## config.mk

```make
export PLATFORM = sky130hd
export DESIGN_NAME = memoryIo_flat
export DESIGN_NICKNAME = d
export VERILOG_FILES = /design/src/source/busPkg.sv /design/src/source/uartPkg.sv /design/src/source/busInterfaces.sv /design/src/source/memoryIo.sv /design/src/flat_wrapper.sv
export SDC_FILE = /design/constraint.sdc
export NUM_CORES = 1
export LEC_CHECK = 0
export BUFFER_PORTS_ARGS = -buffer_cell sky130_fd_sc_hd__clkbuf_2
export CAP_MARGIN = 20
export CORE_MARGIN = 2
export CORE_UTILIZATION = 30
export DETAILED_ROUTE_END_ITERATION = 8
export PLACE_DENSITY = 0.88
export SYNTH_ARGS = -nofsm -noshare
export SYNTH_HDL_FRONTEND = slang
export SYNTH_SLANG_ARGS = --single-unit
```

## constraint.sdc

```tcl
create_clock -name vclk -period 1.7
set_input_delay 0.255 -clock vclk [all_inputs]
set_output_delay 0.255 -clock vclk [all_outputs]
set_load 0.05 [all_outputs]
```

## src/source/busPkg.sv

```systemverilog
// bus widths and memory map constants; RAM sits below hexBase and aliases above its own size
package busPkg;

    // CPU data word and byte address widths
    localparam int dataWidth = 16;
    localparam int addrWidth = 16;

    // memory map
    // 0x0000 - 0xff7f  word RAM, aliased above its size
    // 0xff80 - 0xff8f  seven-segment display latch
    // 0xff90 - 0xffff  16450-style UART, eight register offsets

    // first display address, everything below is RAM
    localparam logic [addrWidth-1:0] hexBase = 16'hff80;

    // first UART address, everything from here up is the UART
    localparam logic [addrWidth-1:0] uartBase = 16'hff90;

    // value returned for any read inside the display region,
    // the display latch itself is write only
    localparam logic [dataWidth-1:0] holeReadValue = 16'hcafe;

endpackage

```

## src/source/uartPkg.sv

```systemverilog
// UART register offsets and LSR bit positions; divisor latch, interrupts and FIFOs are not modelled
package uartPkg;

    // register offset width, eight offsets per UART
    localparam int regAddrWidth = 3;

    // THR on write, RBR on read
    localparam logic [regAddrWidth-1:0] offsetData = 3'd0;

    // line control, stored but without effect on any timing
    localparam logic [regAddrWidth-1:0] offsetLineControl = 3'd3;

    // line status, read only
    localparam logic [regAddrWidth-1:0] offsetLineStatus = 3'd5;

    // scratch register
    localparam logic [regAddrWidth-1:0] offsetScratch = 3'd7;

    // LSR bit positions
    localparam int lsrDataReady = 0;
    localparam int lsrThrEmpty = 5;

endpackage

```

## src/source/busInterfaces.sv

```systemverilog
// RAM and UART side buses of the controller; ramPort carries the clock, uartPort has none
`timescale 1ns/1ns

// word-addressed RAM port with two byte lanes
interface ramPort #(
    parameter int ramAddrBits = 10
) (
    input logic clk
);
    logic [ramAddrBits-1:0] wordAddr;
    logic [busPkg::dataWidth-1:0] writeData;
    logic [1:0] byteEnable;
    logic writeEnable;
    logic [busPkg::dataWidth-1:0] readData;

    modport controller (
        input clk,
        output wordAddr, writeData, byteEnable, writeEnable,
        input readData
    );

    modport memory (
        input clk,
        input wordAddr, writeData, byteEnable, writeEnable,
        output readData
    );
endinterface

// byte-wide register port towards the UART
interface uartPort;
    logic [uartPkg::regAddrWidth-1:0] regAddr;
    logic [7:0] writeData;
    logic writeEnable;
    logic readEnable;
    logic chipEnable;
    logic [7:0] readData;

    modport controller (
        output regAddr, writeData, writeEnable, readEnable, chipEnable,
        input readData
    );

    modport device (
        input regAddr, writeData, writeEnable, readEnable, chipEnable,
        output readData
    );
endinterface

```

## src/source/memoryIo.sv

```systemverilog
// address decode and byte steering; byte accesses use the low lane for odd and the high lane for even addresses
`timescale 1ns/1ns

module memoryIo #(
    parameter int ramAddrBits = 10
) (
    input  logic [busPkg::addrWidth-1:0] cpuAddr,
    input  logic [busPkg::dataWidth-1:0] cpuWriteData,
    input  logic                         we,
    input  logic                         re,
    input  logic                         be,
    output logic [busPkg::dataWidth-1:0] cpuReadData,
    ramPort.controller                   ramBus,
    uartPort.controller                  uartBus,
    output logic                         hexWrite
);

    logic regionRam;
    logic regionUart;
    logic regionHex;
    logic [7:0] ramLane;

    // three regions, the display takes what lies between RAM and UART
    assign regionRam = cpuAddr < busPkg::hexBase;
    assign regionUart = cpuAddr >= busPkg::uartBase;
    assign regionHex = !regionRam && !regionUart;

    // byte address to word address, upper bits drop out so the RAM aliases
    assign ramBus.wordAddr = cpuAddr[ramAddrBits:1];
    assign ramBus.writeEnable = we && regionRam;

    // write lane steering
    always_comb begin
        ramBus.writeData = cpuWriteData;
        ramBus.byteEnable = 2'b11;
        if (be) begin
            if (cpuAddr[0]) begin
                // odd address goes to the low byte
                ramBus.writeData = {8'h00, cpuWriteData[7:0]};
                ramBus.byteEnable = 2'b01;
            end else begin
                ramBus.writeData = {cpuWriteData[7:0], 8'h00};
                ramBus.byteEnable = 2'b10;
            end
        end
    end

    // the UART only ever sees the low byte and the low three address bits
    assign uartBus.regAddr = cpuAddr[uartPkg::regAddrWidth-1:0];
    assign uartBus.writeData = cpuWriteData[7:0];
    assign uartBus.chipEnable = regionUart;
    assign uartBus.writeEnable = we && regionUart;
    assign uartBus.readEnable = re && regionUart;

    assign hexWrite = we && regionHex;

    // read path, combinational from address and stored state
    assign ramLane = cpuAddr[0] ? ramBus.readData[7:0] : ramBus.readData[15:8];

    always_comb begin
        if (regionRam) begin
            cpuReadData = be ? {8'h00, ramLane} : ramBus.readData;
        end else if (regionUart) begin
            cpuReadData = {8'h00, uartBus.readData};
        end else begin
            cpuReadData = busPkg::holeReadValue;
        end
    end

    // one write target per edge, across RAM, display and UART
    writeTargetsExclusive: assert property (
        @(posedge ramBus.clk) $onehot0({ramBus.writeEnable, hexWrite, uartBus.writeEnable})
    );

endmodule

```

## src/flat_wrapper.sv

```systemverilog
// flat-port wrapper written by rule: the top's interface ports become plain ports
module memoryIo_flat 
#(
    parameter int ramAddrBits = 10
)
  (cpuAddr, cpuWriteData, we, re, be, cpuReadData, hexWrite, clk, ramBus_wordAddr, ramBus_writeData, ramBus_byteEnable, ramBus_writeEnable, ramBus_readData, uartBus_regAddr, uartBus_writeData, uartBus_writeEnable, uartBus_readEnable, uartBus_chipEnable, uartBus_readData);
  ramPort #(.ramAddrBits(ramAddrBits)) ramBus_i (.clk(clk));
  uartPort uartBus_i ();
  input  logic [busPkg::addrWidth-1:0] cpuAddr;
  input  logic [busPkg::dataWidth-1:0] cpuWriteData;
  input  logic we;
  input  logic re;
  input  logic be;
  output logic [busPkg::dataWidth-1:0] cpuReadData;
  output logic hexWrite;
  input wire logic clk;
  output wire logic [$bits(ramBus_i.wordAddr)-1:0] ramBus_wordAddr;
  output wire logic [$bits(ramBus_i.writeData)-1:0] ramBus_writeData;
  output wire logic [$bits(ramBus_i.byteEnable)-1:0] ramBus_byteEnable;
  output wire logic [$bits(ramBus_i.writeEnable)-1:0] ramBus_writeEnable;
  input wire logic [$bits(ramBus_i.readData)-1:0] ramBus_readData;
  output wire logic [$bits(uartBus_i.regAddr)-1:0] uartBus_regAddr;
  output wire logic [$bits(uartBus_i.writeData)-1:0] uartBus_writeData;
  output wire logic [$bits(uartBus_i.writeEnable)-1:0] uartBus_writeEnable;
  output wire logic [$bits(uartBus_i.readEnable)-1:0] uartBus_readEnable;
  output wire logic [$bits(uartBus_i.chipEnable)-1:0] uartBus_chipEnable;
  input wire logic [$bits(uartBus_i.readData)-1:0] uartBus_readData;
  assign ramBus_wordAddr = ramBus_i.wordAddr;
  assign ramBus_writeData = ramBus_i.writeData;
  assign ramBus_byteEnable = ramBus_i.byteEnable;
  assign ramBus_writeEnable = ramBus_i.writeEnable;
  assign ramBus_i.readData = ramBus_readData;
  assign uartBus_regAddr = uartBus_i.regAddr;
  assign uartBus_writeData = uartBus_i.writeData;
  assign uartBus_writeEnable = uartBus_i.writeEnable;
  assign uartBus_readEnable = uartBus_i.readEnable;
  assign uartBus_chipEnable = uartBus_i.chipEnable;
  assign uartBus_i.readData = uartBus_readData;
  memoryIo #(.ramAddrBits(ramAddrBits)) u_core (.cpuAddr(cpuAddr), .cpuWriteData(cpuWriteData), .we(we), .re(re), .be(be), .cpuReadData(cpuReadData), .ramBus(ramBus_i), .uartBus(uartBus_i), .hexWrite(hexWrite));
endmodule
```

# == Word-level counts from Yosys, hierarchy flattened ==
# Cells that the tools add are included.
# totals
latch_bits,0
mem_bits_ro,0
inputBits,60
n_memories,0
word_cells,17
out_inout_bits,60
mem_bits_rw,0
ff_bits,0
# op_classes
bitwise,0
multipliers,0
n_shift,0
n_addsub,0
n_mux,8
reduce_logical,7
order_cmp,2
div,0
eq_ne,0
# op_table
op,count
2-to-1 mux 16 bit,5
">= comparator 16 bit, second input constant",1
"less-than comparator 16 bit, second input constant",1
2-to-1 mux 8 bit,1
logical AND 1 bit,5
2-to-1 mux 2 bit,2
logical NOT 1 bit,2

# == Logic depth before layout (Yosys ltp) ==
# Gate-level depths: netlist of run 1.
# logic_depth
word_depth,4
mapped_depth,6
depth_no_buf,5

# == Least setup slack after synthesis of run 1 ==
# No wires, ideal clock.
# synth_path
path_kind,input to output
from,input cpuAddr[11] (netlist name)
to,output uartBus_readEnable
n_path_buf,0
arrival_time_ps,2612
required_time_ps,1445
cell_stages,3
slack_ps,-1167
cell_sequence,nand4_1 -> nor4_1 -> and2_1
# synth_between
elab_chain_len,2
# synth_rtl
item,line_no,rtl
start: declaration,flat_wrapper.sv:9,input logic [busPkg::addrWidth-1:0] cpuAddr;
>= comparator 16 bit,memoryIo.sv:25,assign regionUart = cpuAddr >= busPkg::uartBase;
via uartBus_chipEnable,flat_wrapper.sv:26,output wire logic [$bits(uartBus_i.chipEnable)-1:0] uartBus_chipEnable;
logical AND 1 bit,memoryIo.sv:53,assign uartBus.readEnable = re && regionUart;
end: declaration,flat_wrapper.sv:25,output wire logic [$bits(uartBus_i.readEnable)-1:0] uartBus_readEnable;
# The timed path passes the listed nets, and every way through them passes these cells.

# == Final worst setup path of run 1 ==
# layout_path
from,input cpuAddr[12] (netlist name)
to,output cpuReadData[11] (netlist name)
# layout_between
elab_chain_len,3
elab_cells_between_ends,4
classes_between,order compare: 2; mux: 2
# layout_rtl
item,line_no,rtl
>= comparator 16 bit,memoryIo.sv:25,
2-to-1 mux 16 bit,memoryIo.sv:63,end else if (regionUart) begin
2-to-1 mux 16 bit (*),memoryIo.sv:61,if (regionRam) begin
end: declaration,flat_wrapper.sv:14,output logic [busPkg::dataWidth-1:0] cpuReadData;
# Mark *: on every way between the ends. The rest lies on a longest branch, timed or not.

==> results.cfg, run 1 <==
[yosys]
syn_nets = 147
synth.largest_area_cell = buf_4
yosys-top-cells-area = buf_4 25%, mux2i_1 21%, a22o_1 16%
synthesis.area_um2 = 660.6
synth.yosys.warnings = 0
synth_top_cell_area_share = 0.2500
post_synth.cell_area_avg_um2 = 7.593
yosys.cell_types.count = 20
synth_sequential_area_ratio = 0
syn-instance-count = 87

[timing]
final_hold_viol_count = 0
timing.setup.tns_ns = -0.07873
fin_crit_ns = 1.732
rsz0062_at_grt = true
timing.final.setup_violations = 5
fmax_mhz = 577.4
final_critical_path_setup_slack_ns = -0.03178
report.final.slew_viol_count = 0
min_period_over_period = 1.019
slew_limit_headroom = 0.8048
tightestPinTransition_ns = 0.2907

[worst_setup_path]
cp-endpoint = cpuReadData[11]
criticalPathCategory = in2out
crit_path_end_kind = output port
critical_path.startpoint_type = primary input
arrival_ns = 1.48
cp_max_fo = 8
worst_setup_path_startpoint = cpuAddr[12]
critPathRequiredTime_ns = 1.44

[min_path]
hold_path_startpoint = cpuAddr[3]
holdCritPathClass = in2out
hold-path-cell-count = 0

[power]
p_sw_frac = 0.6445
switching_power_uw = 405.7
seq_power_share = 0
worst_ir_drop_vdd_mv = 0.2875
power.density_cell_area_nw_per_um2 = 406.4
total_leakage_power_nw = 0.8620
p_comb_frac = 1.000
power_frac_clock = 0
post-layout-total-power_uw = 629.5
p_int_uw = 223.7

[clocking]
total_of_hold_buffers_inserted_after_clock_tree_synthesis = 0

[die]
coreArea_um2 = 2022
core.rowCount = 16
die-area_um2 = 2593
ioPinCount = 120
floorplan.initialDensity = 0.3267
horizontal_die_dimension_um = 50.93
dieHeight_um = 50.93

[place]
dp.final_hpwl_um = 2499
globalplace.congestion = 0.6448
dpl.cell_count = 213
place_area_um2 = 1328
io_buffer_count = 111

[final_layout]
antennaDiodeCount = 0
register_cell_area_after_layout_um2 = 0
numSequentialCells = 0
finish.utilization = 0.7661
finalInstanceArea_um2 = 1549
drive_above_1_share = 0.7672
layout.nets = 251
layout.cells.non_filler = 216
clock_buffer_count = 0
final.fill_count = 145
flow.area_growth_from_synthesis_pct = 134.5

[global_routing]
grt_antenna_before_repair = 0
grt.overflow.total = 0
largest_net_degree_at_the_start_of_global_routing = 12
grt_pass1_wl_um = 4353
grt_pass1_vias = 983
globalRouteTotalUtil = 0.2130

[drt]
ant_nets = 0
detail_route.vias_per_cell = 4.764
detailedRoute.firstIterationViolations = 14
detail_route.wl_per_cell_um = 14.46
dr_total_vias = 1029
finalWirelength_um = 3123
detail_route.first_pass.iterations = 4
detail_route.drc_violations = 0

[run_status]
run_status = complete, but fails checks
violations = negative setup slack

[flow_run]
drv.max_cap_violation_count = 0
## per-layer routing
| metal | global-route usage | vias up | routed length, um |
|---|---|---|---|
| li1 | - | 493 | - |
| met1 | 0.1890 | 463 | 950 |
| met2 | 0.4827 | 69 | 1863 |
| met3 | 0.02924 | 4 | 263 |
| met4 | 0.03604 | 0 | 46 |
| met5 | 0 | - | 0 |
## power by group through the flow
stage	logic (mW)	clock network (mW)	registers, mW
finish	0.629	0	0
floorplan	0.449	0	0
CTS	0.614	0	0
global placement	0.562	0	0
global route	0.655	0	0
detailed placement	0.573	0	0
## worst min-delay path by stage
stage                                     to  slack, ns
final                     ramBus_wordAddr[2]       0.51
after global placement    uartBus_regAddr[2]       0.51
after global routing      ramBus_wordAddr[2]       0.51
after detailed placement  uartBus_regAddr[2]       0.51
after CTS                 uartBus_regAddr[2]       0.51
after floorplan           ramBus_wordAddr[0]       0.68
## worst max-delay path: stages
cell and delay [ns]:
clkbuf_2 0.07, nand4_1 0.16, buf_4 0.19, o31a_1 0.37, a22o_2 0.27, buf_8 0.15
## layout make-up
cell class	instances	area [um2]	area share
inverters	2	12.51	0.008078
repair buffers	126	902.1	0.5824
multi-input cells	61	600.6	0.3877
well taps	27	33.78	0.02181
## cells by family after synthesis
family                 synth area share
AND/OR/NAND/NOR                  0.2917
AO/OA/AOI/OAI                    0.1723
buffers and inverters            0.2841
multiplexers                     0.2519
## layout by cell type (no fill, tap or decap), types with 2 or more instances in the layout
cell	instances
a22o_1	11
and2_1	12
buf_12	3
buf_4	13
buf_6	4
buf_8	12
clkbuf_2	90
clkbuf_8	3
mux2_4	2
mux2i_1	7
mux2i_4	7
nand2_1	2
nor2_1	7
nor2b_1	2
## timing repair
item                       in CTS  in global routing
gates resized for setup        33                 21
pin swaps                       6                  7
setup buffers                   1                  1
gates cloned                    1                  0
setup endpoints to repair      15                 20
## synthesized netlist by cell type
cell type and number:
buf_4 22, and2_1 14, mux2i_1 14, a22o_1 12, nor2_1 7, buf_2 2, nand2_1 2, nor2b_1 2
and3_1 1, inv_2 1, inv_6 1, mux2_2 1, mux2_4 1, nand3_1 1, nand4_1 1, nor2_8 1
nor3_1 1, nor3_2 1, nor4_1 1, o31a_1 1
## per-stage QoR
stage	setup slack, ns	hold WS, ns
finish	-0.03178	0.5100
global route	-0.1072	0.5101
CTS	-0.06442	0.5105
detailed placement	-0.1115	0.5105
global placement	-0.1041	0.5105
floorplan	-0.06105	0.6771
(Power assumes the default switching activity.)
==> inputs of run 2 (changes only) <==
Settings changed: CORE_ASPECT_RATIO from default to 0.8.
==> run 2 against run 1 <==
  * Final area fell by 4.3%
  * Critical path depth did not move
  * Worst setup slack better by 0.047 ns
  * Fmax is 2.8% higher
  * Global-route usage fell by 3.2 points
  * Die area hardly changed
  * The flow now finishes without violations
  * First-iteration DRC count increased to 3.3 times the previous value
  * Critical endpoint is now cpuReadData[9]
  * Via count decreased by 3.7%
  * Largest power group unchanged
  * Clock-buffer cell count stayed put
  * Hold slack is the same
  * Highest routed layer unchanged
  * Sequential share of layout area unchanged
  * Final cell count decreased by 1.4%
==> results.cfg, run 2 (synthesized netlist as in run 1, its figures left out) <==
[worst_setup_path]
crit_path_end_kind = output port
arrival_ns = 1.43
criticalPathCategory = in2out
critPathRequiredTime_ns = 1.44
cp_max_fo = 8
critical_path.startpoint_type = primary input

[timing]
slew_limit_headroom = 0.7898
tightestPinTransition_ns = 0.3154
worst_hold_slack_ns = 0.5100
timing.final.setup_violations = 0
report.final.slew_viol_count = 0
min_period_over_period = 0.9910
fmax_mhz = 593.6
rsz0062_at_grt = true
final_hold_viol_count = 0
fin_crit_ns = 1.685

[die]
dieHeight_um = 45.97
die-area_um2 = 2596
horizontal_die_dimension_um = 56.47
floorplan.initialDensity = 0.3115
core.rowCount = 15
ioPinCount = 120
coreArea_um2 = 2121

[drt]
detail_route.vias_per_cell = 4.653
detailedRoute.firstIterationViolations = 46
detail_route.wl_per_cell_um = 12.56
ant_nets = 0
dr_total_vias = 991
detail_route.first_pass.iterations = 3
finalWirelength_um = 2676
detail_route.drc_violations = 0

[final_layout]
numSequentialCells = 0
register_cell_area_after_layout_um2 = 0
final.fill_count = 175
layout.nets = 250
drive_above_1_share = 0.7926
layout.cells.most_common_list = 89 x clkbuf_2, 20 x buf_4, 12 x and2_1, 11 x a22o_1
mostFrequentLayoutCell = clkbuf_2
flow.area_growth_from_synthesis_pct = 124.4
clock_buffer_count = 0
finalInstanceArea_um2 = 1483
antennaDiodeCount = 0
finish.utilization = 0.6991

[power]
total_leakage_power_nw = 0.8217
worst_ir_drop_vdd_mv = 0.3156
power.density_cell_area_nw_per_um2 = 409.8

[place]
dp.final_hpwl_um = 2175
globalplace.congestion = 0.7380
place_area_um2 = 1325
io_buffer_count = 111

[run_status]
run_status = completed

[global_routing]
grt_pass1_wl_um = 3822
grt.overflow.total = 0
globalRouteTotalUtil = 0.1813
grt_antenna_before_repair = 0
largest_net_degree_at_the_start_of_global_routing = 11
grt_pass1_vias = 873

[clocking]
total_of_hold_buffers_inserted_after_clock_tree_synthesis = 0

[flow_run]
drv.max_cap_violation_count = 0

[min_path]
holdCritPathClass = in2out
[run 2: repair_timing]
item                                    4_1_cts  5_1_grt
gates resized for setup                      21       32
endpoints found under the setup margin       15       17
gates cloned                                  0        0
buffers inserted                              1        1
pin swaps                                     3        4
[run 2: area by class of cell]
| cell class | count | area [um2] | area share |
|---|---|---|---|
| Timing Repair Buffer | 125 | 819.5 | 0.5527 |
| Multi-Input combinational cell | 61 | 619.3 | 0.4177 |
| Inverter | 2 | 12.51 | 0.008439 |
| Tap cell | 25 | 31.28 | 0.02110 |
[run 2: worst paths after layout]
path | from | end | slack [ns] | cells after the start
setup / recovery | cpuAddr[11] | cpuReadData[9] | 0.02 | 6
hold / removal | cpuAddr[3] | ramBus_wordAddr[2] | 0.51 | 0
[run 2: worst max-delay path, stage by stage]
cell and delay (ns):
buf_6 0.06, nand4_1 0.16, buf_4 0.19, o31a_1 0.34, a22o_1 0.26, buf_8 0.15
[run 2: power breakdown]
part	switching [mW]	leakage [nW]	total, mW	internal [mW]
clock network	0	0	0	0
logic	0.399	0.822	0.608	0.209
registers	0	0	0	0
[run 2: stage by stage]
step | setup WS, ns | TNS, ns | cells | power, mW
2_1_floorplan | -0.06105 | -0.4824 | 87 | 0.4487
3_3_place_gp | -0.1194 | -1.272 | 211 | 0.5645
3_5_place_dp | -0.1358 | -1.431 | 211 | 0.5691
4_1_cts | -0.01124 | -0.01124 | 212 | 0.5874
5_1_grt | -0.04122 | -0.1504 | 213 | 0.6336
6_report | 0.01526 | 0 | 213 | 0.6076
[run 2: per-layer routing]
metal | GRT usage | share of wire
met1 | 0.1809 | 0.32
met5 | 0 | 0
met4 | 0.02857 | 0.021
met2 | 0.4070 | 0.57
met3 | 0.02273 | 0.089
