==> config.mk <==
export PLATFORM = sky130hd
export DESIGN_NAME = uartRegs_flat
export DESIGN_NICKNAME = d
export VERILOG_FILES = /design/src/source/uartPkg.sv /design/src/source/busInterfaces.sv /design/src/source/uartRegs.sv /design/src/flat_wrapper.sv
export SDC_FILE = /design/constraint.sdc
export NUM_CORES = 1
export LEC_CHECK = 0
export ABC_AREA = 0
export BUFFER_PORTS_ARGS = -buffer_cell sky130_fd_sc_hd__buf_4
export CAP_MARGIN = 20
export CORE_UTILIZATION = 50
export DETAILED_ROUTE_END_ITERATION = 10
export PLACE_DENSITY = 0.81
export SYNTH_ARGS = -nofsm -noshare
export SYNTH_HDL_FRONTEND = slang
export SYNTH_SLANG_ARGS = --single-unit
==> constraint.sdc <==
create_clock -name clk -period 1.4 [get_ports clk]
set_input_delay 0.21 -clock clk [delete_from_list [all_inputs] [get_ports clk]]
set_output_delay 0.21 -clock clk [all_outputs]
set_load 0.02 [all_outputs]
==> src/source/uartPkg.sv <==
// UART register offsets and LSR bit positions; divisor latch, interrupts and FIFOs are not modelled
package uartPkg;

    // register offset width, eight offsets per UART
    localparam int regAddrWidth = 3;

    // THR on write, RBR on read
    localparam logic [regAddrWidth-1:0] offsetData = 3'd0;

    // line control, stored but without effect on any timing
    localparam logic [regAddrWidth-1:0] offsetLineControl = 3'd3;

    // line status, read only
    localparam logic [regAddrWidth-1:0] offsetLineStatus = 3'd5;

    // scratch register
    localparam logic [regAddrWidth-1:0] offsetScratch = 3'd7;

    // LSR bit positions
    localparam int lsrDataReady = 0;
    localparam int lsrThrEmpty = 5;

endpackage

==> src/source/busInterfaces.sv <==


// byte-wide register port towards the UART
interface uartPort;
    logic [uartPkg::regAddrWidth-1:0] regAddr;
    logic [7:0] writeData;
    logic writeEnable;
    logic readEnable;
    logic chipEnable;
    logic [7:0] readData;

    modport controller (
        output regAddr, writeData, writeEnable, readEnable, chipEnable,
        input readData
    );

    modport device (
        input regAddr, writeData, writeEnable, readEnable, chipEnable,
        output readData
    );
endinterface

==> src/source/uartRegs.sv <==
// 16450-style register block without serial line, baud timing, divisor latch, interrupts or FIFOs
`timescale 1ns/1ns

module uartRegs (
    input  logic       clk,
    input  logic       reset,
    uartPort.device    regs,
    input  logic [7:0] rxData,
    input  logic       rxValid,
    output logic [7:0] txData,
    output logic       txStrobe
);

    logic [7:0] receiveBuffer;
    logic [7:0] lineControl;
    logic [7:0] scratch;
    logic [7:0] lineStatus;
    logic dataReady;
    logic writeAccess;
    logic readAccess;

    assign writeAccess = regs.chipEnable && regs.writeEnable;
    assign readAccess = regs.chipEnable && regs.readEnable;

    // control state
    always_ff @(posedge clk) begin
        if (reset) begin
            txStrobe <= 1'b0;
            lineControl <= 8'h00;
            scratch <= 8'h00;
            dataReady <= 1'b0;
        end else begin
            txStrobe <= writeAccess && (regs.regAddr == uartPkg::offsetData);
            if (writeAccess && regs.regAddr == uartPkg::offsetLineControl) begin
                lineControl <= regs.writeData;
            end
            if (writeAccess && regs.regAddr == uartPkg::offsetScratch) begin
                scratch <= regs.writeData;
            end
            // a new byte wins over a read of the old one on the same edge
            if (rxValid) begin
                dataReady <= 1'b1;
            end else if (readAccess && regs.regAddr == uartPkg::offsetData) begin
                dataReady <= 1'b0;
            end
        end
    end

    // payload bytes
    always_ff @(posedge clk) begin
        if (rxValid) begin
            receiveBuffer <= rxData;
        end
        if (writeAccess && regs.regAddr == uartPkg::offsetData) begin
            txData <= regs.writeData;
        end
    end

    // transmission is instant, so THR is always empty
    always_comb begin
        lineStatus = 8'h00;
        lineStatus[uartPkg::lsrThrEmpty] = 1'b1;
        lineStatus[uartPkg::lsrDataReady] = dataReady;
    end

    always_comb begin
        case (regs.regAddr)
            uartPkg::offsetData:        regs.readData = receiveBuffer;
            uartPkg::offsetLineControl: regs.readData = lineControl;
            uartPkg::offsetLineStatus:  regs.readData = lineStatus;
            uartPkg::offsetScratch:     regs.readData = scratch;
            default:                    regs.readData = 8'h00;
        endcase
    end

    noReadWriteOverlap: assert property (
        @(posedge clk) disable iff (reset) !(regs.readEnable && regs.writeEnable)
    );

endmodule

==> src/flat_wrapper.sv <==
// flat-port wrapper written by rule: the top's interface ports become plain ports
module uartRegs_flat 
  (clk, reset, rxData, rxValid, txData, txStrobe, regs_regAddr, regs_writeData, regs_writeEnable, regs_readEnable, regs_chipEnable, regs_readData);
  uartPort regs_i ();
  input  logic clk;
  input  logic reset;
  input  logic [7:0] rxData;
  input  logic rxValid;
  output logic [7:0] txData;
  output logic txStrobe;
  input wire logic [$bits(regs_i.regAddr)-1:0] regs_regAddr;
  input wire logic [$bits(regs_i.writeData)-1:0] regs_writeData;
  input wire logic [$bits(regs_i.writeEnable)-1:0] regs_writeEnable;
  input wire logic [$bits(regs_i.readEnable)-1:0] regs_readEnable;
  input wire logic [$bits(regs_i.chipEnable)-1:0] regs_chipEnable;
  output wire logic [$bits(regs_i.readData)-1:0] regs_readData;
  assign regs_i.regAddr = regs_regAddr;
  assign regs_i.writeData = regs_writeData;
  assign regs_i.writeEnable = regs_writeEnable;
  assign regs_i.readEnable = regs_readEnable;
  assign regs_i.chipEnable = regs_chipEnable;
  assign regs_readData = regs_i.readData;
  uartRegs u_core (.clk(clk), .reset(reset), .regs(regs_i), .rxData(rxData), .rxValid(rxValid), .txData(txData), .txStrobe(txStrobe));
endmodule
# ---- Yosys cells after proc, flatten, opt, wreduce, memory -nomap -nowiden
# Index checks and enable logic that the tools add are counted.
dict set report word_totals {
  ff_bits 34
  inputBits 25
  output_inout_bits 17
  elab_cells 20
}
dict set report classes {
  eq_ne 3
  mux 3
  reduce_logical 8
}
# cell n
set op_table {}
lappend op_table {{8-bit one-hot mux with 4 select lines} 1}
lappend op_table {{3-bit == test (second input constant)} 2}
lappend op_table {{1-bit logical AND} 6}
lappend op_table {{3-bit by 2-bit == test with 1-bit output (second input constant)} 1}
lappend op_table {{3-bit zero test} 1}
lappend op_table {{1-bit 2-to-1 mux} 2}
lappend op_table {{2-bit nonzero test} 1}

# ---- Logic depth before layout (Yosys ltp)
# Gate-level depths: netlist (run 1).
dict set report depth {
  depth_word 4
  mapped_depth 4
}

# ---- Worst setup path before layout (run 1)
# No wires, ideal clock.
dict set report synth_timing {
  kind {input to register}
  start {input port regs_regAddr[1]}
  end {register u_core.txData[0], enable pin}
  setup_time_ps 334
  t_arrival_ps 934
  required_time_ps 1066
  slack_ps 131
  stages 2
  path_cell_list {nor3_2 > and3_1}
}
dict set report synth_via {
  elab_chain_len 2
}
# item line
set synth_lines {}
lappend synth_lines {{start, declared} flat_wrapper.sv:11} ;# input wire logic [$bits(regs_i.regAddr)-1:0] regs_regAddr;
lappend synth_lines {{3-bit zero test} uartRegs.sv:54} ;# if (writeAccess && regs.regAddr == uartPkg::offsetData) begin
lappend synth_lines {{1-bit logical AND} uartRegs.sv:54}
lappend synth_lines {{end signal, assigned} uartRegs.sv:55} ;# txData <= regs.writeData;
lappend synth_lines {{end, declared} uartRegs.sv:10} ;# output logic [7:0] txData,
# Every way passes these cells.
# A chain may end at the register's enable or synchronous reset.

# ---- Worst setup path in the final report (run 1)
dict set report layout_timing {
  start {register u_core.receiveBuffer[5]}
  end {output port regs_readData[5]}
}
dict set report layout_via {
  elab_chain_len 1
}
# item line
set layout_lines {}
lappend layout_lines {{start, declared} uartRegs.sv:14} ;# logic [7:0] receiveBuffer;
lappend layout_lines {{start signal, assigned} uartRegs.sv:52} ;# receiveBuffer <= rxData;
lappend layout_lines {{8-bit one-hot mux with 4 select lines} uartRegs.sv:67} ;# case (regs.regAddr)
lappend layout_lines {{end, declared} flat_wrapper.sv:16} ;# output wire logic [$bits(regs_i.readData)-1:0] regs_readData;
# Every way passes these cells.

==> metrics.txt, run 1 <==
# TYPE chip_impl_metric gauge
chip_impl_metric{name="clockBufferDepth",unit=""} 2
chip_impl_metric{name="grt-ovfl-total",unit=""} 0
chip_impl_metric{name="routed_wl",unit="um"} 2930
chip_impl_metric{name="cell_area_after_technology_mapping",unit="mm2"} 0.00143
chip_impl_metric{name="port-buffer-count",unit=""} 41
chip_impl_metric{name="hold_path_depth",unit=""} 1
chip_impl_info{name="min-delay-path-class",value="in -> reg"} 1
chip_impl_metric{name="dr.pass1.iters",unit=""} 4
chip_impl_metric{name="postLayoutSetupSlackWorst",unit="ns"} -0.105
chip_impl_metric{name="detailroute.via_count",unit=""} 1042
chip_impl_metric{name="max_freq",unit="GHz"} 0.664
chip_impl_metric{name="gp_congestion",unit=""} 0.810
chip_impl_info{name="clock-root-buffer",value="sky130_fd_sc_hd__clkbuf_4"} 1
chip_impl_metric{name="finalHoldViolCount",unit=""} 0
chip_impl_metric{name="area_growth",unit="%"} 33.2
chip_impl_metric{name="placed_cell_area",unit="mm2"} 0.00181
chip_impl_metric{name="clkLatencyLatePin",unit="ns"} 0.33
chip_impl_metric{name="final_core_util",unit=""} 0.696
chip_impl_metric{name="antenna_left",unit=""} 0
chip_impl_metric{name="layout.cell_area.non_filler",unit="mm2"} 0.00190
chip_impl_info{name="setup.worst_path.end_class",value="output port"} 1
chip_impl_metric{name="finalMaxSlewViolations",unit=""} 0
chip_impl_metric{name="whs",unit="ns"} 0.0394
chip_impl_metric{name="boundaryPins",unit=""} 42
chip_impl_metric{name="detailed_place_hpwl",unit="um"} 2030
chip_impl_metric{name="layoutNonFillerInstCount",unit=""} 200
chip_impl_info{name="tritoncts",value="yes"} 1
chip_impl_metric{name="post_drt_wl_per_cell",unit="um"} 14.7
chip_impl_metric{name="initial_core_util",unit=""} 0.523
chip_impl_metric{name="vias_per_cell",unit=""} 5.21
chip_impl_info{name="outcome",value="complete, but fails checks"} 1
chip_impl_metric{name="grt_start_max_net_pins",unit=""} 27
chip_impl_info{name="crit_path_cell_trace",value="nor3b_2, a21oi_1, o22ai_1, buf_4"} 1
chip_impl_metric{name="first_global_vias",unit=""} 978
chip_impl_metric{name="setup-tns-final",unit="ns"} -0.197
chip_impl_info{name="postSynth.topFlopCell",value="sky130_fd_sc_hd__dfxtp_1"} 1
chip_impl_info{name="hold_path_end",value="u_core.receiveBuffer[7]$_DFFE_PP_"} 1
chip_impl_metric{name="syn_nets",unit=""} 142
chip_impl_metric{name="rr_worst_depth",unit=""} 3
chip_impl_metric{name="drt_drc_violations_left",unit=""} 0
chip_impl_metric{name="maxSlewHeadroom",unit=""} 0.698
chip_impl_metric{name="finalClockSkew",unit="ns"} 0
chip_impl_metric{name="min_period",unit="ns"} 1.51
chip_impl_metric{name="post_synth_arst_share",unit=""} 0
chip_impl_metric{name="synthDistinctLibCells",unit=""} 24
chip_impl_info{name="failed_checks",value="negative setup slack"} 1
chip_impl_metric{name="cts_hold_repair.buffers",unit=""} 0
chip_impl_metric{name="clkSinkCount",unit=""} 34
chip_impl_metric{name="n_antenna_cell",unit=""} 0
chip_impl_metric{name="worst_ep_arrival_time",unit="ns"} 1.30
chip_impl_info{name="cp-start-kind",value="flip-flop"} 1
chip_impl_metric{name="worst_slew_pin_slew",unit="ns"} 0.454
chip_impl_metric{name="fp-row-count",unit=""} 19
chip_impl_metric{name="placed_cells",unit=""} 191
chip_impl_metric{name="synth-edff-count",unit=""} 16
chip_impl_metric{name="ys_seq_elements",unit=""} 34
chip_impl_metric{name="timing.critical_path.fanout_max",unit=""} 1
chip_impl_metric{name="report.power.total",unit="mW"} 1.92
chip_impl_metric{name="design.core.area",unit="mm2"} 0.00273
chip_impl_metric{name="fp.dieH",unit="um"} 55.5
chip_impl_metric{name="crit_path_max_incr_delay",unit="ns"} 0.42
chip_impl_metric{name="post-route-period-util",unit=""} 1.08
chip_impl_metric{name="cellPowerDensity",unit="mW/mm2"} 1010
chip_impl_metric{name="die_area",unit="mm2"} 0.00308
chip_impl_metric{name="static-leakage-power",unit="nW"} 0.815
chip_impl_metric{name="numCtsBuffers",unit=""} 5
chip_impl_metric{name="clock_tree.htree_level_count",unit=""} 2
chip_impl_metric{name="drv_cap",unit=""} 0
chip_impl_metric{name="seq_area_frac_synth",unit=""} 0.588
chip_impl_info{name="reg2reg_from",value="u_core.scratch[0]$_SDFFE_PP0P_"} 1
chip_impl_metric{name="reg_clk_slew_reported_paths",unit="ns"} 0.10
chip_impl_info{name="crit-reg2reg-capture",value="u_core.scratch[0]$_SDFFE_PP0P_"} 1
chip_impl_metric{name="postSynthCellCount",unit=""} 117
chip_impl_metric{name="worst-r2r-setup-slack",unit="ns"} 0.68
chip_impl_metric{name="power.ir.vdd_worst",unit="mV"} 0.830
chip_impl_metric{name="post_route_cells_drive_above_1_share",unit=""} 0.367
chip_impl_metric{name="number_of_antenna_violations_at_the_first_check_in_global_routing",unit=""} 0
chip_impl_metric{name="timing.critical_path.required",unit="ns"} 1.19
chip_impl_metric{name="detailed_router_s_first_iteration_violation_count",unit=""} 16
chip_impl_metric{name="synth.avg_cell_area",unit="um2"} 12.2
chip_impl_metric{name="setup_viol_count_final",unit=""} 2
chip_impl_metric{name="final_net_count",unit=""} 193
chip_impl_info{name="rsz_0062_raised_after_global_routing",value="yes"} 1
chip_impl_metric{name="synth_warnings",unit=""} 0
chip_impl_metric{name="global_route_wire_length_before_repair",unit="um"} 4510
chip_impl_metric{name="globalRouteTotalUtil",unit=""} 0.197
chip_impl_metric{name="preCtsSetupSlack",unit="ns"} 0.0827
chip_impl_info{name="cp_slowest_cell",value="sky130_fd_sc_hd__edfxtp_1"} 1
chip_impl_info{name="crit_type",value="reg -> out"} 1
chip_impl_metric{name="die_w",unit="um"} 55.5
chip_impl_info{name="hold_path.startpoint",value="rxData[7]"} 1
==> cells by family (layout without fill, tap and decap cells) <==
family          Yosys count  count (layout)  share of synthesized area
simple gates             43              43                      0.185
buf+inv                   6              58                     0.0219
flops                    34              34                      0.588
mux                      23              23                      0.162
compound gates           11              11                     0.0429
==> placed cells by master, fill, tap and decap left out, drive strengths merged <==
master / n
nor2: 1
and4b: 1
nand2: 9
o22ai: 1
nor3b: 1
mux2i: 22
clkbuf: 8
buf: 48
nand2b: 24
dfxtp: 18
edfxtp: 16
nor3: 3
a21oi: 1
and3: 1
or3: 1
inv: 2
nor2b: 2
mux2: 1
a22oi: 2
o21ai: 7
==> how the worst max path moves through the flow <==
stage	start	to	slack, ns
finish	u_core.receiveBuffer[5]$_DFFE_PP_	regs_readData[5]	-0.11
global route	u_core.receiveBuffer[5]$_DFFE_PP_	regs_readData[5]	-0.18
CTS	u_core.dataReady$_SDFFE_PP0P_	regs_readData[0]	-0.11
global placement	regs_regAddr[1]	regs_readData[7]	0.09
floorplan	regs_regAddr[1]	u_core.txData[0]$_DFFE_PP_	0.13
detailed placement	regs_regAddr[1]	regs_readData[7]	0.08
==> registers in the layout (all words and copies together) (netlist names) <==
name,flops
u_core.dataReady,1
u_core.scratch,8
u_core.receiveBuffer,8
u_core.txStrobe,1
u_core.lineControl,8
u_core.txData,8
==> per-layer routing <==
layer	vias up	global-route usage	wire length [um]	share of wire
met5	-	0	0	0
met2	34	0.320	1530	0.52
met1	489	0.238	1220	0.42
met3	7	0.0539	134	0.046
met4	0	0.104	42	0.014
li1	512	-	-	-
==> worst max-delay path, delay by kind of cell (launching register included) <==
| kind | cells | cell delay, ns |
|---|---|---|
| AOI/OAI and AO/OA | 2 | 0.19 |
| buffers and inverters | 1 | 0.16 |
| DFF | 1 | 0.42 |
| and+or+nand+nor | 1 | 0.18 |
==> cell usage after synthesis, types with 2 or more instances <==
| cell type | number | share of area |
|---|---|---|
| sky130_fd_sc_hd__o21ai_0 | 7 | 0.025 |
| sky130_fd_sc_hd__clkbuf_1 | 2 | 0.0053 |
| sky130_fd_sc_hd__nor2b_1 | 2 | 0.0088 |
| sky130_fd_sc_hd__nand2b_1 | 24 | 0.11 |
| sky130_fd_sc_hd__edfxtp_1 | 16 | 0.34 |
| sky130_fd_sc_hd__nand2_1 | 8 | 0.021 |
| sky130_fd_sc_hd__mux2i_1 | 22 | 0.15 |
| sky130_fd_sc_hd__dfxtp_1 | 18 | 0.25 |
| sky130_fd_sc_hd__a22oi_1 | 2 | 0.011 |
| sky130_fd_sc_hd__inv_1 | 2 | 0.0053 |
==> where the power goes <==
group | total, mW | internal (mW) | switching [mW]
clock | 0.637 | 0.307 | 0.330
combinational | 0.200 | 0.104 | 0.0956
sequential | 1.08 | 1.07 | 0.0112
total | 1.92 | 1.48 | 0.437
==> what timing repair did <==
action                     CTS  global route
setup endpoints to repair    2             5
buffers inserted             1             0
pin swaps                    1             1
resized for setup            4             5
==> area by class of cell <==
class,count,area [um2]
Fill cell,195,831
Timing Repair Buffer,48,373
Tap cell,31,38.8
Multi-Input combinational cell,77,571
Inverter,2,7.51
Sequential cell,34,843
Clock buffer,8,70.1
Power figures use the tool's default switching activity.
==> run 2: changes to the inputs <==
Settings changed: TNS_END_PERCENT from default to 5.
==> metrics.txt, run 2 (same netlist as run 1, synthesis figures left out) <==
# TYPE chip_impl_metric gauge
chip_impl_metric{name="reg_clk_slew_reported_paths",unit="ns"} 0.10
chip_impl_info{name="hold_path.startpoint",value="rxData[7]"} 1
chip_impl_metric{name="area_growth",unit="%"} 33.2
chip_impl_metric{name="routed_wl",unit="um"} 2970
chip_impl_metric{name="detailed_place_hpwl",unit="um"} 2030
chip_impl_metric{name="post_drt_wl_per_cell",unit="um"} 14.8
chip_impl_metric{name="global_route_wire_length_before_repair",unit="um"} 4500
chip_impl_metric{name="max_freq",unit="GHz"} 0.671
chip_impl_metric{name="gp_congestion",unit=""} 0.810
chip_impl_metric{name="fp.dieH",unit="um"} 55.5
chip_impl_metric{name="final_net_count",unit=""} 193
chip_impl_info{name="setup.worst_path.end_class",value="output port"} 1
chip_impl_info{name="reg2reg_from",value="u_core.scratch[0]$_SDFFE_PP0P_"} 1
chip_impl_metric{name="initial_core_util",unit=""} 0.523
chip_impl_metric{name="port-buffer-count",unit=""} 41
chip_impl_metric{name="grt_start_max_net_pins",unit=""} 27
chip_impl_metric{name="drv_cap",unit=""} 0
chip_impl_metric{name="die_w",unit="um"} 55.5
chip_impl_info{name="cp_slowest_cell",value="sky130_fd_sc_hd__dfxtp_2"} 1
chip_impl_metric{name="boundaryPins",unit=""} 42
chip_impl_metric{name="setup_viol_count_final",unit=""} 2
chip_impl_metric{name="layout.cell_area.non_filler",unit="mm2"} 0.00190
chip_impl_info{name="min-delay-path-class",value="in -> reg"} 1
chip_impl_metric{name="clkLatencyLatePin",unit="ns"} 0.33
chip_impl_metric{name="clkSinkCount",unit=""} 34
chip_impl_metric{name="detailed_router_s_first_iteration_violation_count",unit=""} 28
chip_impl_metric{name="worst_slew_pin_slew",unit="ns"} 0.453
chip_impl_metric{name="first_global_vias",unit=""} 986
chip_impl_metric{name="worst_ep_arrival_time",unit="ns"} 1.28
chip_impl_metric{name="placed_cell_area",unit="mm2"} 0.00181
chip_impl_metric{name="cellPowerDensity",unit="mW/mm2"} 1010
chip_impl_metric{name="design.core.area",unit="mm2"} 0.00273
chip_impl_metric{name="timing.critical_path.fanout_max",unit=""} 2
chip_impl_metric{name="detailroute.via_count",unit=""} 1050
chip_impl_metric{name="dr.pass1.iters",unit=""} 4
chip_impl_metric{name="post_route_cells_drive_above_1_share",unit=""} 0.367
chip_impl_metric{name="min_period",unit="ns"} 1.49
chip_impl_info{name="cp-start-kind",value="flip-flop"} 1
chip_impl_metric{name="cts_hold_repair.buffers",unit=""} 0
chip_impl_metric{name="numCtsBuffers",unit=""} 5
chip_impl_metric{name="finalMaxSlewViolations",unit=""} 0
chip_impl_metric{name="post-route-period-util",unit=""} 1.06
chip_impl_metric{name="globalRouteTotalUtil",unit=""} 0.196
chip_impl_metric{name="postLayoutSetupSlackWorst",unit="ns"} -0.0909
chip_impl_metric{name="static-leakage-power",unit="nW"} 0.815
chip_impl_metric{name="clockBufferDepth",unit=""} 2
chip_impl_metric{name="fp-row-count",unit=""} 19
chip_impl_info{name="crit_path_cell_trace",value="mux2_4, a22oi_2, o21ai_1, buf_4"} 1
chip_impl_info{name="crit_type",value="reg -> out"} 1
chip_impl_info{name="rsz_0062_raised_after_global_routing",value="yes"} 1
chip_impl_info{name="failed_checks",value="negative setup slack"} 1
chip_impl_info{name="outcome",value="complete, but fails checks"} 1
chip_impl_metric{name="antenna_left",unit=""} 0
chip_impl_metric{name="drt_drc_violations_left",unit=""} 0
chip_impl_metric{name="timing.critical_path.required",unit="ns"} 1.19
chip_impl_metric{name="finalHoldViolCount",unit=""} 0
chip_impl_metric{name="whs",unit="ns"} 0.0409
chip_impl_info{name="layout.cells.most_common_list",value="sky130_fd_sc_hd__buf_4, sky130_fd_sc_hd__nand2b_1, sky130_fd_sc_hd__mux2i_1"} 1
chip_impl_metric{name="n_antenna_cell",unit=""} 0
chip_impl_metric{name="grt-ovfl-total",unit=""} 0
chip_impl_metric{name="fill_cells",unit=""} 191
chip_impl_metric{name="finalClockSkew",unit="ns"} 0
chip_impl_metric{name="power.ir.vdd_worst",unit="mV"} 0.830
chip_impl_info{name="critPathLaunch",value="u_core.dataReady$_SDFFE_PP0P_"} 1
chip_impl_info{name="tritoncts",value="yes"} 1
chip_impl_info{name="mostFrequentLayoutCell",value="sky130_fd_sc_hd__buf_4"} 1
chip_impl_metric{name="clock_tree.htree_level_count",unit=""} 2
chip_impl_info{name="clock-root-buffer",value="sky130_fd_sc_hd__clkbuf_4"} 1
chip_impl_metric{name="crit_path_max_incr_delay",unit="ns"} 0.33
chip_impl_metric{name="die_area",unit="mm2"} 0.00308
chip_impl_metric{name="vias_per_cell",unit=""} 5.25
chip_impl_metric{name="maxSlewHeadroom",unit=""} 0.698
chip_impl_metric{name="number_of_antenna_violations_at_the_first_check_in_global_routing",unit=""} 0
run 2: cell counts in the layout (fill, tap and decap cells not counted):
No cell type changed its count.
run 2: metal layers:
layer,share of wire,vias to the layer above,track usage,routed length (um)
met1,0.41,494,0.232,1220
met3,0.051,7,0.0539,151
met5,0,-,0,0
met2,0.52,38,0.322,1540
li1,-,511,-,-
met4,0.019,0,0.104,57
run 2: cell type report:
type / count / area, um2 / share of cell area
Sequential cell: 34 / 843 / 0.443
Tap cell: 31 / 38.8 / 0.0204
Timing Repair Buffer: 48 / 373 / 0.196
Clock buffer: 8 / 70.1 / 0.0368
Inverter: 2 / 7.51 / 0.00394
Multi-Input combinational cell: 77 / 571 / 0.300
run 2: repair_timing:
item	in CTS	in global routing
pin swaps	0	2
endpoints found under the setup margin	2	5
setup buffers	1	0
resized for setup	3	6
run 2: worst max-delay path: cells and delay by family (launching register included):
family / cells / cell delay, ns
flip-flops: 1 / 0.33
AO/OA/AOI/OAI: 2 / 0.20
buffers and inverters: 1 / 0.16
multiplexers: 1 / 0.26
run 2: worst paths after layout:
path / depth (start not counted) / end / slack, ns
hold reg to reg: 2 / u_core.lineControl[4]$_SDFFE_PP0P_ / 0.48
setup reg to reg: 3 / u_core.scratch[0]$_SDFFE_PP0P_ / 0.68
setup / recovery: 4 / regs_readData[0] / -0.09
hold / removal: 1 / u_core.receiveBuffer[7]$_DFFE_PP_ / 0.04
run 2: power breakdown:
| part | switching, mW | total, mW | internal [mW] |
|---|---|---|---|
| clock network | 0.328 | 0.635 | 0.307 |
| logic | 0.0967 | 0.201 | 0.104 |
| registers | 0.0108 | 1.08 | 1.07 |
run 2: per-stage QoR:
| stage | TNS, ns | utilization | worst slack, ns | power, mW | std cells |
|---|---|---|---|---|---|
| finish | -0.167 | 0.696 | -0.0909 | 1.92 | 200 |
| global route | -0.298 | 0.696 | -0.156 | 2.00 | 200 |
| CTS | -0.220 | 0.692 | -0.111 | 1.94 | 200 |
| detailed placement | 0 | 0.662 | 0.0827 | 1.30 | 191 |
| global placement | 0 | 0.662 | 0.0890 | 1.29 | 191 |
| floorplan | 0 | - | 0.131 | 1.19 | 117 |
